## src/soc_pkg.sv

```systemverilog
// SoC shared definitions
package soc_pkg;

	// --------------------
	// Main bus
	// --------------------

	localparam int ADDR_W = 32;
	localparam int DATA_W = 32;
	localparam int SEL_W  = 4;

	// Regions keyed by address bits 31:29
	typedef enum logic [2:0] {
		REGION_DEFAULT = 3'b000,
		REGION_BRAM    = 3'b001,
		REGION_CSR     = 3'b100
	} region_e;

	// Marker word of the unpopulated region
	localparam logic [DATA_W-1:0] DEFAULT_RD_DATA = 32'hABADFACE;

	// 4096 words of on-chip RAM
	localparam int BRAM_ADR_W = 12;

	typedef struct packed {
		logic [ADDR_W-1:0] adr;
		logic [DATA_W-1:0] dat;
		logic [SEL_W-1:0]  sel;
		logic              we;
		logic              cyc;
		logic              stb;
	} bus_req_t;

	typedef struct packed {
		logic [DATA_W-1:0] dat;
		logic              ack;
	} bus_rsp_t;

	// --------------------
	// CSR bus
	// --------------------

	// Bank in the top 4 bits, register index below
	localparam int CSR_ADR_W = 14;

	typedef struct packed {
		logic [CSR_ADR_W-1:0] a;
		logic                 we;
		logic [DATA_W-1:0]    dw;
	} csr_req_t;

	localparam logic [3:0] CSR_BANK_SYSCTL = 4'h1;

	typedef enum logic [9:0] {
		REG_GPIO_IN     = 10'd0,
		REG_GPIO_OUT    = 10'd1,
		REG_GPIO_IRQ_EN = 10'd2,
		REG_SYSTEM_ID   = 10'd3
	} sysctl_reg_e;

	// "X401"
	localparam logic [DATA_W-1:0] SYSTEM_ID = 32'h58343031;

	// Switches and buttons in, LEDs and LCD out
	localparam int GPIO_IN_W  = 13;
	localparam int GPIO_OUT_W = 14;

	typedef struct packed {
		logic       e;
		logic       rs;
		logic       rw;
		logic [3:0] d;
	} lcd_t;

	// Activity hold counter width
	localparam int ACT_HOLD_W = 19;

endpackage

```

## src/csr_bridge.sv

```systemverilog
// Bus to CSR bridge
`timescale 1ns/10ps

module csr_bridge (
	input  logic                       sys_clk,
	input  logic                       arst_n_i,
	input  soc_pkg::bus_req_t          req_i,
	output soc_pkg::bus_rsp_t          rsp_o,
	output soc_pkg::csr_req_t          csr_o,
	input  logic [soc_pkg::DATA_W-1:0] csr_rd_i
);

	import soc_pkg::*;

	typedef enum logic [1:0] {
		ST_IDLE,
		ST_ADDR,
		ST_DATA
	} state_e;

	state_e               state_q;
	logic                 ack_q;
	logic                 we_q;
	logic [CSR_ADR_W-1:0] a_q;
	logic [DATA_W-1:0]    dw_q;
	logic [DATA_W-1:0]    rd_q;

	// --------------------
	// Control FSM
	// --------------------

	// Idle -> address on CSR bus -> read word back -> ack
	always_ff @(posedge sys_clk or negedge arst_n_i) begin
		if (!arst_n_i) begin
			state_q <= ST_IDLE;
			ack_q   <= 1'b0;
			we_q    <= 1'b0;
		end else begin
			ack_q <= 1'b0;
			we_q  <= 1'b0;
			case (state_q)
				ST_IDLE: begin
					// Skip the cycle where our own ack is out
					if (req_i.cyc && req_i.stb && !ack_q) begin
						we_q    <= req_i.we;
						state_q <= ST_ADDR;
					end
				end
				ST_ADDR: begin
					state_q <= ST_DATA;
				end
				default: begin
					ack_q   <= 1'b1;
					state_q <= ST_IDLE;
				end
			endcase
		end
	end

	// Word address bits become the CSR address
	always_ff @(posedge sys_clk) begin
		if (state_q == ST_IDLE) begin
			a_q  <= req_i.adr[CSR_ADR_W+1:2];
			dw_q <= req_i.dat;
		end
		if (state_q == ST_DATA) begin
			rd_q <= csr_rd_i;
		end
	end

	assign csr_o.a  = a_q;
	assign csr_o.we = we_q;
	assign csr_o.dw = dw_q;

	assign rsp_o.dat = rd_q;
	assign rsp_o.ack = ack_q;

endmodule

```

## config.mk

```make
export PLATFORM = sky130hd
export DESIGN_NAME = csr_bridge
export DESIGN_NICKNAME = d
export VERILOG_FILES = /design/src/soc_pkg.sv /design/src/csr_bridge.sv
export SDC_FILE = /design/constraint.sdc
export NUM_CORES = 1
export LEC_CHECK = 0
export ABC_AREA = 1
export ABC_CLOCK_PERIOD_IN_PS = 2850
export BUFFER_PORTS_ARGS = -buffer_cell sky130_fd_sc_hd__buf_2
export CAP_MARGIN = 15
export CORE_ASPECT_RATIO = 1.25
export CORE_MARGIN = 2
export CORE_UTILIZATION = 39
export DETAILED_ROUTE_END_ITERATION = 10
export GPL_TIMING_DRIVEN = 1
export PLACE_DENSITY = 0.75
export SETUP_SLACK_MARGIN = 0.1
export SYNTH_ARGS = -nofsm -noshare
export SYNTH_HDL_FRONTEND = slang
export SYNTH_SLANG_ARGS = --single-unit
```

## constraint.sdc

```tcl
create_clock -name sys_clk -period 2.85 [get_ports sys_clk]
set_input_delay 0.855 -clock sys_clk [delete_from_list [all_inputs] [get_ports sys_clk]]
set_output_delay 0.855 -clock sys_clk [all_outputs]
set_load 0.01 [all_outputs]
```

==> results.toml, run 1 <==
[run_status]
run_status = "finished clean"

[routing]
dr.first_iter.drc_count = 36
firstDrtPassIters = 4
ant_nets = 0
routed_via_density = 4.267
wirelength_um = 5045
dr_total_vias = 1536
wl_per_cell_um = 14.01
drc = 0

[synth]
synthTopCellsByCount = "edfxtp_1, dfrtp_1, nor2_1"
seq_area_frac_synth_pct = 97.36
ys_warn_count = 0
ys_ff_latch = 82
synth_edf_count = 78
syn_area_mm2 = 0.002509
yosysTopAreaCellShare_pct = 93.37
yosysMostFrequentCell = "edfxtp_1"
syn_area_per_cell_um2 = 26.13
asyncSetResetFlopFracSynth_pct = 4.878
synth_largest_area_cell = "edfxtp_1"
synth_cell_types = 10
synthFlopType = "edfxtp_1"
synth_cells = 96
synth_area_leaders = "edfxtp_1, dfrtp_1, buf_4"
syn-num-nets = 201

[sta]
fin_worst_skew_ps = 9.272
rsz0062_at_grt = "false"
fmax_ghz = 0.5481
drv_slew = 0
worstMarginPinSlew_ps = 694.0
finalHoldViolCount = 0
relSlewSlack_pct = 53.45
min_period_over_period_pct = 64.02
setup_slack_ps = 1025
period_minus_slack_ps = 1825
fin_setup_tns_ps = 0
holdWs_ps = 297.2
setup_viol = 0

[floorplan]
die_w_um = 75.74
die_y_um = 93.67
coreArea_mm2 = 0.006206
initial_utilization_pct = 40.42
io_pins = 185
die_area_mm2 = 0.007094
rows = 32

[global_routing]
globalRouteOverflowTotal = 0
grt_pass1_vias = 1603
antenna_found_initial = 1
grtUsageTotal_pct = 14.60
grt_max_degree = 33
grt_pass1_wl_um = 7245

[critical_path]
crit_path_start_kind = "flip-flop"
path_class = "flip-flop to flip-flop"
cp.required_ps = 2920
cp-end-kind = "flip-flop"
cp.arrival_ps = 1900
r2r_start = "state_q[1]"
rrSetupSlack_ps = 1030
r2r_end = "a_q[12]"
r2r_cells = 4
cp_max_fo = 22

[clocking]
cts_buffer_depth = 2
cts-buffers-inserted = 9
clock_sinks = 82
cts-htree-levels = 3
cts-resized-gates = 0
postCtsSetupBuffers = 0
hold_buffers = 0
cts_tree = "yes"
cts_root_buf = "clkbuf_8"
clk_latency_ps = 340
clk_pin_slew_ps = 80

[power]
sequentialPowerShare_pct = 59.0
p_per_area_mw_per_mm2 = 681.2
p_int_uw = 1931
peakVddDrop_v = 0.0004206
p_comb_share_pct = 9.7
power.switching_uw = 534.7
clkPwrFrac_pct = 31.3
p_leak_uw = 0.001582
switching_share_pct = 21.68

[placed_design]
hpwl_um = 4003
gp_congestion = 0.7303
numPortBuffers = 162
pre_cts_slack_ps = 983.8

[layout]
layout-drive-gt1-share_pct = 66.42
area_growth_pct = 44.29
finalNetCount = 374

[worst_hold_path]
hp-class = "input port to asynchronous set/reset pin"

[run]
maxCapViolCount = 0
[stage by stage]
stage	instances	instance area (µm²)	total power (µW)	util (%)
6_report	360	3620	2466	58.33
4_1_cts	359	3617	2499	58.29
5_1_grt	359	3617	2556	58.29
3_3_place_gp	343	3432	1719	55.30
3_5_place_dp	343	3432	1728	55.30
2_1_floorplan	96	2509	1572	-
[power groups by stage]
| stage | combinational, µW | sequential, µW | clock, µW |
|---|---|---|---|
| 4_1_cts | 244 | 1460 | 798 |
| 6_report | 239 | 1460 | 771 |
| 3_5_place_dp | 244 | 1480 | 0 |
| 2_1_floorplan | 38.3 | 1530 | 0 |
| 3_3_place_gp | 240 | 1480 | 0 |
| 5_1_grt | 263 | 1470 | 827 |
[logic make-up after synthesis]
family	count (synthesis)	synth area share [%]
buffers and inverters	7	1.347
flip-flops	82	97.36
AND/OR/NAND/NOR	7	1.297
[sequential cells by signal, summed over array words and instances (netlist names)]
register and cells:
rd_q 32, we_q 1, state_q 2, ack_q 1, dw_q 32, a_q 14
[final cells by class]
| class | count | area [µm²] |
|---|---|---|
| inverters | 4 | 15.01 |
| fillers | 485 | 2586 |
| multi-input cells | 7 | 35.03 |
| well taps | 85 | 106.4 |
| flip-flops and latches | 82 | 2442 |
| clock buffers | 10 | 127.6 |
| clock inverters | 6 | 57.56 |
| repair buffers | 165 | 833.3 |
| diodes | 1 | 2.502 |
[worst max path at each step]
stage,start,endpoint,cells past startpoint
6_report,state_q[1],a_q[12],4
5_1_grt,state_q[1],dw_q[30],4
4_1_cts,state_q[1],dw_q[24],4
3_5_place_dp,state_q[1],dw_q[7],4
3_3_place_gp,state_q[1],dw_q[9],4
2_1_floorplan,state_q[1],rd_q[0],2
[worst max-delay path: stages (launching register included)]
cell and delay (ps):
dfrtp_1 390, inv_2 60, nand2_2 80, clkinv_1 550
buf_4 470
[per-layer routing]
metal | GRT usage, % | routed length (µm) | share of wire [%] | up-vias
li1 | - | - | - | 713
met2 | 23.70 | 2511 | 50 | 130
met3 | 8.906 | 819 | 16 | 10
met5 | 0 | 0 | 0 | -
met1 | 13.91 | 1620 | 32 | 683
met4 | 7.895 | 93 | 1.8 | 0
[layout by cell type (no fill, tap or decap), types with 2 or more instances in the layout]
cell type   netlist  routed
clkbuf_8          0       9
buf_4             2       3
clkinvlp_4        0       2
inv_2             2       2
buf_2             0     162
edfxtp_1         78      78
nor2_1            4       3
dfrtp_1           4       4
clkinv_1          0       3
No activity file was read; power rests on OpenSTA's default activity.
==> run 2, diff against run 1 <==
--- a/config.mk
+++ b/config.mk
@@ -6,15 +6,15 @@
 export NUM_CORES = 1
 export LEC_CHECK = 0
 export ABC_AREA = 1
-export ABC_CLOCK_PERIOD_IN_PS = 2850
+export ABC_CLOCK_PERIOD_IN_PS = 1500
 export BUFFER_PORTS_ARGS = -buffer_cell sky130_fd_sc_hd__buf_2
 export CAP_MARGIN = 15
 export CORE_ASPECT_RATIO = 1.25
 export CORE_MARGIN = 2
-export CORE_UTILIZATION = 39
+export CORE_UTILIZATION = 36
 export DETAILED_ROUTE_END_ITERATION = 10
 export GPL_TIMING_DRIVEN = 1
-export PLACE_DENSITY = 0.75
+export PLACE_DENSITY = 0.73
 export SETUP_SLACK_MARGIN = 0.1
 export SYNTH_ARGS = -nofsm -noshare
 export SYNTH_HDL_FRONTEND = slang
==> constraint.sdc (replaced) <==
create_clock -name sys_clk -period 1.5 [get_ports sys_clk]
set_input_delay 0.45 -clock sys_clk [delete_from_list [all_inputs] [get_ports sys_clk]]
set_output_delay 0.45 -clock sys_clk [all_outputs]
set_load 0.01 [all_outputs]
==> results.toml, run 2 (synthesis results as in run 1) <==
[run_status]
run_status = "finished clean"

[clocking]
postCtsSetupBuffers = 0
cts_root_buf = "clkbuf_8"
clk_latency_ps = 350
hold_buffers = 1
cts_tree = "yes"
cts-buffers-inserted = 9
clock_sinks = 82
cts-resized-gates = 0
cts-htree-levels = 3
clk_pin_slew_ps = 90
cts_buffer_depth = 2

[critical_path]
cp_cell_sequence = "buf_2"
path_buf_inv = 1
cp.required_ps = 1050
r2r_cells = 4
worst-path-stages = 1
cp.arrival_ps = 900
cp_slowest_cell = "edfxtp_1"
cp_max_fo = 1
cp-end-kind = "output port"
crit_family = "flip-flops"
crit_path_start_kind = "flip-flop"
path_class = "flip-flop to output port"
max_stage_delay_ps = 400

[floorplan]
initial_utilization_pct = 36.63
die_w_um = 78.67
coreArea_mm2 = 0.006849
die_area_mm2 = 0.007656
rows = 34
die_y_um = 97.33
io_pins = 185

[power]
peakVddDrop_v = 0.0007543
p_per_area_mw_per_mm2 = 1374
p_leak_uw = 0.001624

[global_routing]
antenna_found_initial = 0
grt_max_degree = 47
grt_pass1_vias = 1647
grt_pass1_wl_um = 7521
globalRouteOverflowTotal = 0
grtUsageTotal_pct = 13.71

[sta]
drv_slew = 0
period_minus_slack_ps = 1349
min_period_over_period_pct = 89.92
fin_worst_skew_ps = 9.048
setup_viol = 0
rsz0062_at_grt = "false"
finalHoldViolCount = 0
fin_setup_tns_ps = 0
worstMarginPinSlew_ps = 240.4
relSlewSlack_pct = 83.97
fmax_ghz = 0.7414

[placed_design]
numPortBuffers = 162
place_inst = 347
gp_congestion = 0.7577
hpwl_um = 3894
placed_area_mm2 = 0.003470

[layout]
area_growth_pct = 48.33
postLayoutCoreUtil_pct = 54.33
layout-drive-gt1-share_pct = 66.79
largest_registers = "dw_q x32, rd_q x32, a_q x14"
design_area_mm2 = 0.003721
antennaDiodeCount = 0
final_cells = 364
mostFrequentLayoutCells = "buf_2, edfxtp_1, clkbuf_8"
finalNetCount = 374
layout_commonest_cell = "buf_2"

[routing]
routed_via_density = 4.201
dr_total_vias = 1529
wirelength_um = 5038
wl_per_cell_um = 13.84
dr.first_iter.drc_count = 41
ant_nets = 0
drc = 0
firstDrtPassIters = 4

[worst_hold_path]
holdPathStages = 1
hp-class = "input port to flip-flop"

[run]
maxCapViolCount = 0
-- run 2: routing by layer --
| layer | GRT usage, % | up-vias | part of all wire (%) |
|---|---|---|---|
| met1 | 12.86 | 679 | 32 |
| met3 | 6.970 | 20 | 12 |
| met5 | 0 | - | 0 |
| met2 | 22.88 | 115 | 52 |
| met4 | 9.042 | 0 | 4.2 |
| li1 | - | 715 | - |
-- run 2: through the flow --
stage	hold WS (ps)	power [µW]	setup WS, ps
after global routing	248.9	5324	100.5
after global placement	255.9	3278	302.5
after floorplan	154.4	2992	-36.56
final	268.8	5114	151.2
after CTS	257.0	5182	126.9
after detailed placement	258.2	3294	287.1
-- run 2: final cells by class --
type / instances / area (µm²)
timing repair buffer: 165 / 860.8
clock inverter: 6 / 113.9
fill: 565 / 3128
multi-input combinational: 7 / 45.04
clock buffer: 10 / 127.6
tap: 90 / 112.6
inverter: 4 / 18.77
sequential: 82 / 2442
-- run 2: worst paths after layout --
kind	startpoint	end	slack [ps]
max in group asynchronous	arst_n_i	state_q[1]	930
setup reg to reg	state_q[1]	a_q[11]	280
hold / removal	req_i[38]	dw_q[31]	270
min in group asynchronous	arst_n_i	we_q	450
hold reg to reg	state_q[1]	ack_q	420
setup / recovery	dw_q[14]	csr_o[14]	150
-- run 2: report_power, final --
part	total [µW]	internal (µW)	switching (µW)
sequential	2760	2720	41.4
combinational	473	207	266
clock	1880	1120	766
total	5110	4040	1070
==> run 3, diff against run 2 <==
--- a/config.mk
+++ b/config.mk
@@ -15,6 +15,7 @@
 export DETAILED_ROUTE_END_ITERATION = 10
 export GPL_TIMING_DRIVEN = 1
 export PLACE_DENSITY = 0.73
+export REMOVE_ABC_BUFFERS = 1
 export SETUP_SLACK_MARGIN = 0.1
 export SYNTH_ARGS = -nofsm -noshare
 export SYNTH_HDL_FRONTEND = slang
==> results.toml, run 3 (synthesis results as in run 1) <==
[power]
switching_share_pct = 21.58
p_comb_share_pct = 9.7
peakVddDrop_v = 0.0008556
p_int_uw = 3733
p_leak_uw = 0.001600
clkPwrFrac_pct = 32.3
power.switching_uw = 1027
sequentialPowerShare_pct = 58.0
p_per_area_mw_per_mm2 = 1300

[sta]
finalHoldViolCount = 0
drv_slew = 0
setup_slack_ps = 146.7
fmax_ghz = 0.7389
holdWs_ps = 279.6
fin_worst_skew_ps = 10.70
min_period_over_period_pct = 90.22
relSlewSlack_pct = 83.93
rsz0062_at_grt = "true"
worstMarginPinSlew_ps = 241.1
period_minus_slack_ps = 1353
setup_viol = 0

[floorplan]
die_w_um = 78.67
die_y_um = 97.33
rows = 34
die_area_mm2 = 0.007656
io_pins = 185
initial_utilization_pct = 36.63
coreArea_mm2 = 0.006849

[clocking]
clock_sinks = 82
cts_root_buf = "clkbuf_8"
cts-buffers-inserted = 9
cts-htree-levels = 3
clk_latency_ps = 340
cts-resized-gates = 0
postCtsSetupBuffers = 0
clk_pin_slew_ps = 80
cts_buffer_depth = 2
cts_tree = "yes"

[global_routing]
antenna_found_initial = 0
grt_pass1_wl_um = 7272
globalRouteOverflowTotal = 0
grtUsageTotal_pct = 13.42
grt_max_degree = 47
grt_pass1_vias = 1617

[layout]
mostFrequentLayoutCells = "buf_2, edfxtp_1, clkbuf_8"
area_growth_pct = 45.98
largest_registers = "dw_q x32, rd_q x32, a_q x14"
fill_cells = 580
layout-drive-gt1-share_pct = 67.15
finalNetCount = 374
layout_commonest_cell = "buf_2"
postLayoutCoreUtil_pct = 53.47
antennaDiodeCount = 0

[routing]
wl_per_cell_um = 13.81
firstDrtPassIters = 4
drc = 0
routed_via_density = 4.176
wirelength_um = 5027
dr.first_iter.drc_count = 28
dr_total_vias = 1520
ant_nets = 0

[critical_path]
cp_slowest_cell = "edfxtp_1"
cp_cell_sequence = "buf_2"
worst-path-stages = 1
cp-end-kind = "output port"
r2r_cells = 4
rrSetupSlack_ps = 290
crit_family = "flip-flops"
max_stage_delay_ps = 410
path_class = "flip-flop to output port"
crit_path_start_kind = "flip-flop"
endpoint = "rsp_o[23]"
r2r_end = "a_q[11]"
r2r_start = "state_q[1]"
cp.arrival_ps = 900
cp.required_ps = 1050
cp_max_fo = 1
worstSetupStartpoint = "rd_q[22]"
path_buf_inv = 1

[worst_hold_path]
hp-class = "input port to flip-flop"

[placed_design]
gp_congestion = 0.7317
numPortBuffers = 162
hpwl_um = 3827
pre_cts_slack_ps = 313.9

[run]
maxCapViolCount = 0

[run_status]
run_status = "finished clean"
==> run 3: changes by cell type in the layout (fill, tap and decap cells not counted), sizes merged <==
cell and change:
clkinvlp +1, bufinv -2, clkbuf +1
==> run 3: area by class of cell <==
class	count	area [µm²]	area share [%]
Inverter	4	15.01	0.4100
Clock inverter	5	55.05	1.503
Tap cell	90	112.6	3.075
Sequential cell	82	2442	66.69
Timing Repair Buffer	165	860.8	23.51
Clock buffer	11	141.4	3.861
Multi-Input combinational cell	7	35.03	0.9566
==> run 3: how the worst min path moves through the flow <==
stage | startpoint | end | slack, ps | cells past startpoint
after floorplan | arst_n_i | ack_q | 150 | 0
after global placement | arst_n_i | we_q | 260 | 1
after detailed placement | arst_n_i | state_q[0] | 260 | 1
after CTS | req_i[50] | a_q[9] | 250 | 1
after global routing | req_i[31] | dw_q[24] | 250 | 1
final | csr_rd_i[4] | rd_q[4] | 280 | 1
==> run 3: power groups by stage <==
| stage | Sequential, µW | Clock, µW | Combinational, µW |
|---|---|---|---|
| after global placement | 2810 | 0 | 458 |
| after floorplan | 2920 | 0 | 65.7 |
| after global routing | 2780 | 1680 | 503 |
| final | 2760 | 1540 | 460 |
| after CTS | 2770 | 1610 | 472 |
| after detailed placement | 2820 | 0 | 469 |
==> run 3: metrics by stage <==
step / cell area, µm² / TNS, ps / std cells / power (µW)
2_1_floorplan: 2490 / -35780 / 93 / 2982
3_3_place_gp: 3456 / 0 / 347 / 3269
3_5_place_dp: 3456 / 0 / 347 / 3285
4_1_cts: 3662 / 0 / 364 / 4846
5_1_grt: 3662 / 0 / 364 / 4961
6_report: 3662 / 0 / 364 / 4760
==> run 3: repair_timing <==
action,4_1_cts,5_1_grt
endpoints found under the hold margin,4,0
endpoints found under the setup margin,0,1
hold buffers,1,0
==> run 3: per-layer routing <==
| metal | up-vias | share of wire (%) | global-route usage (%) |
|---|---|---|---|
| met2 | 115 | 49 | 20.84 |
| met1 | 679 | 33 | 12.88 |
| met5 | - | 0 | 0 |
| met3 | 10 | 16 | 9.108 |
| li1 | 716 | - | - |
| met4 | 0 | 2.3 | 8.097 |
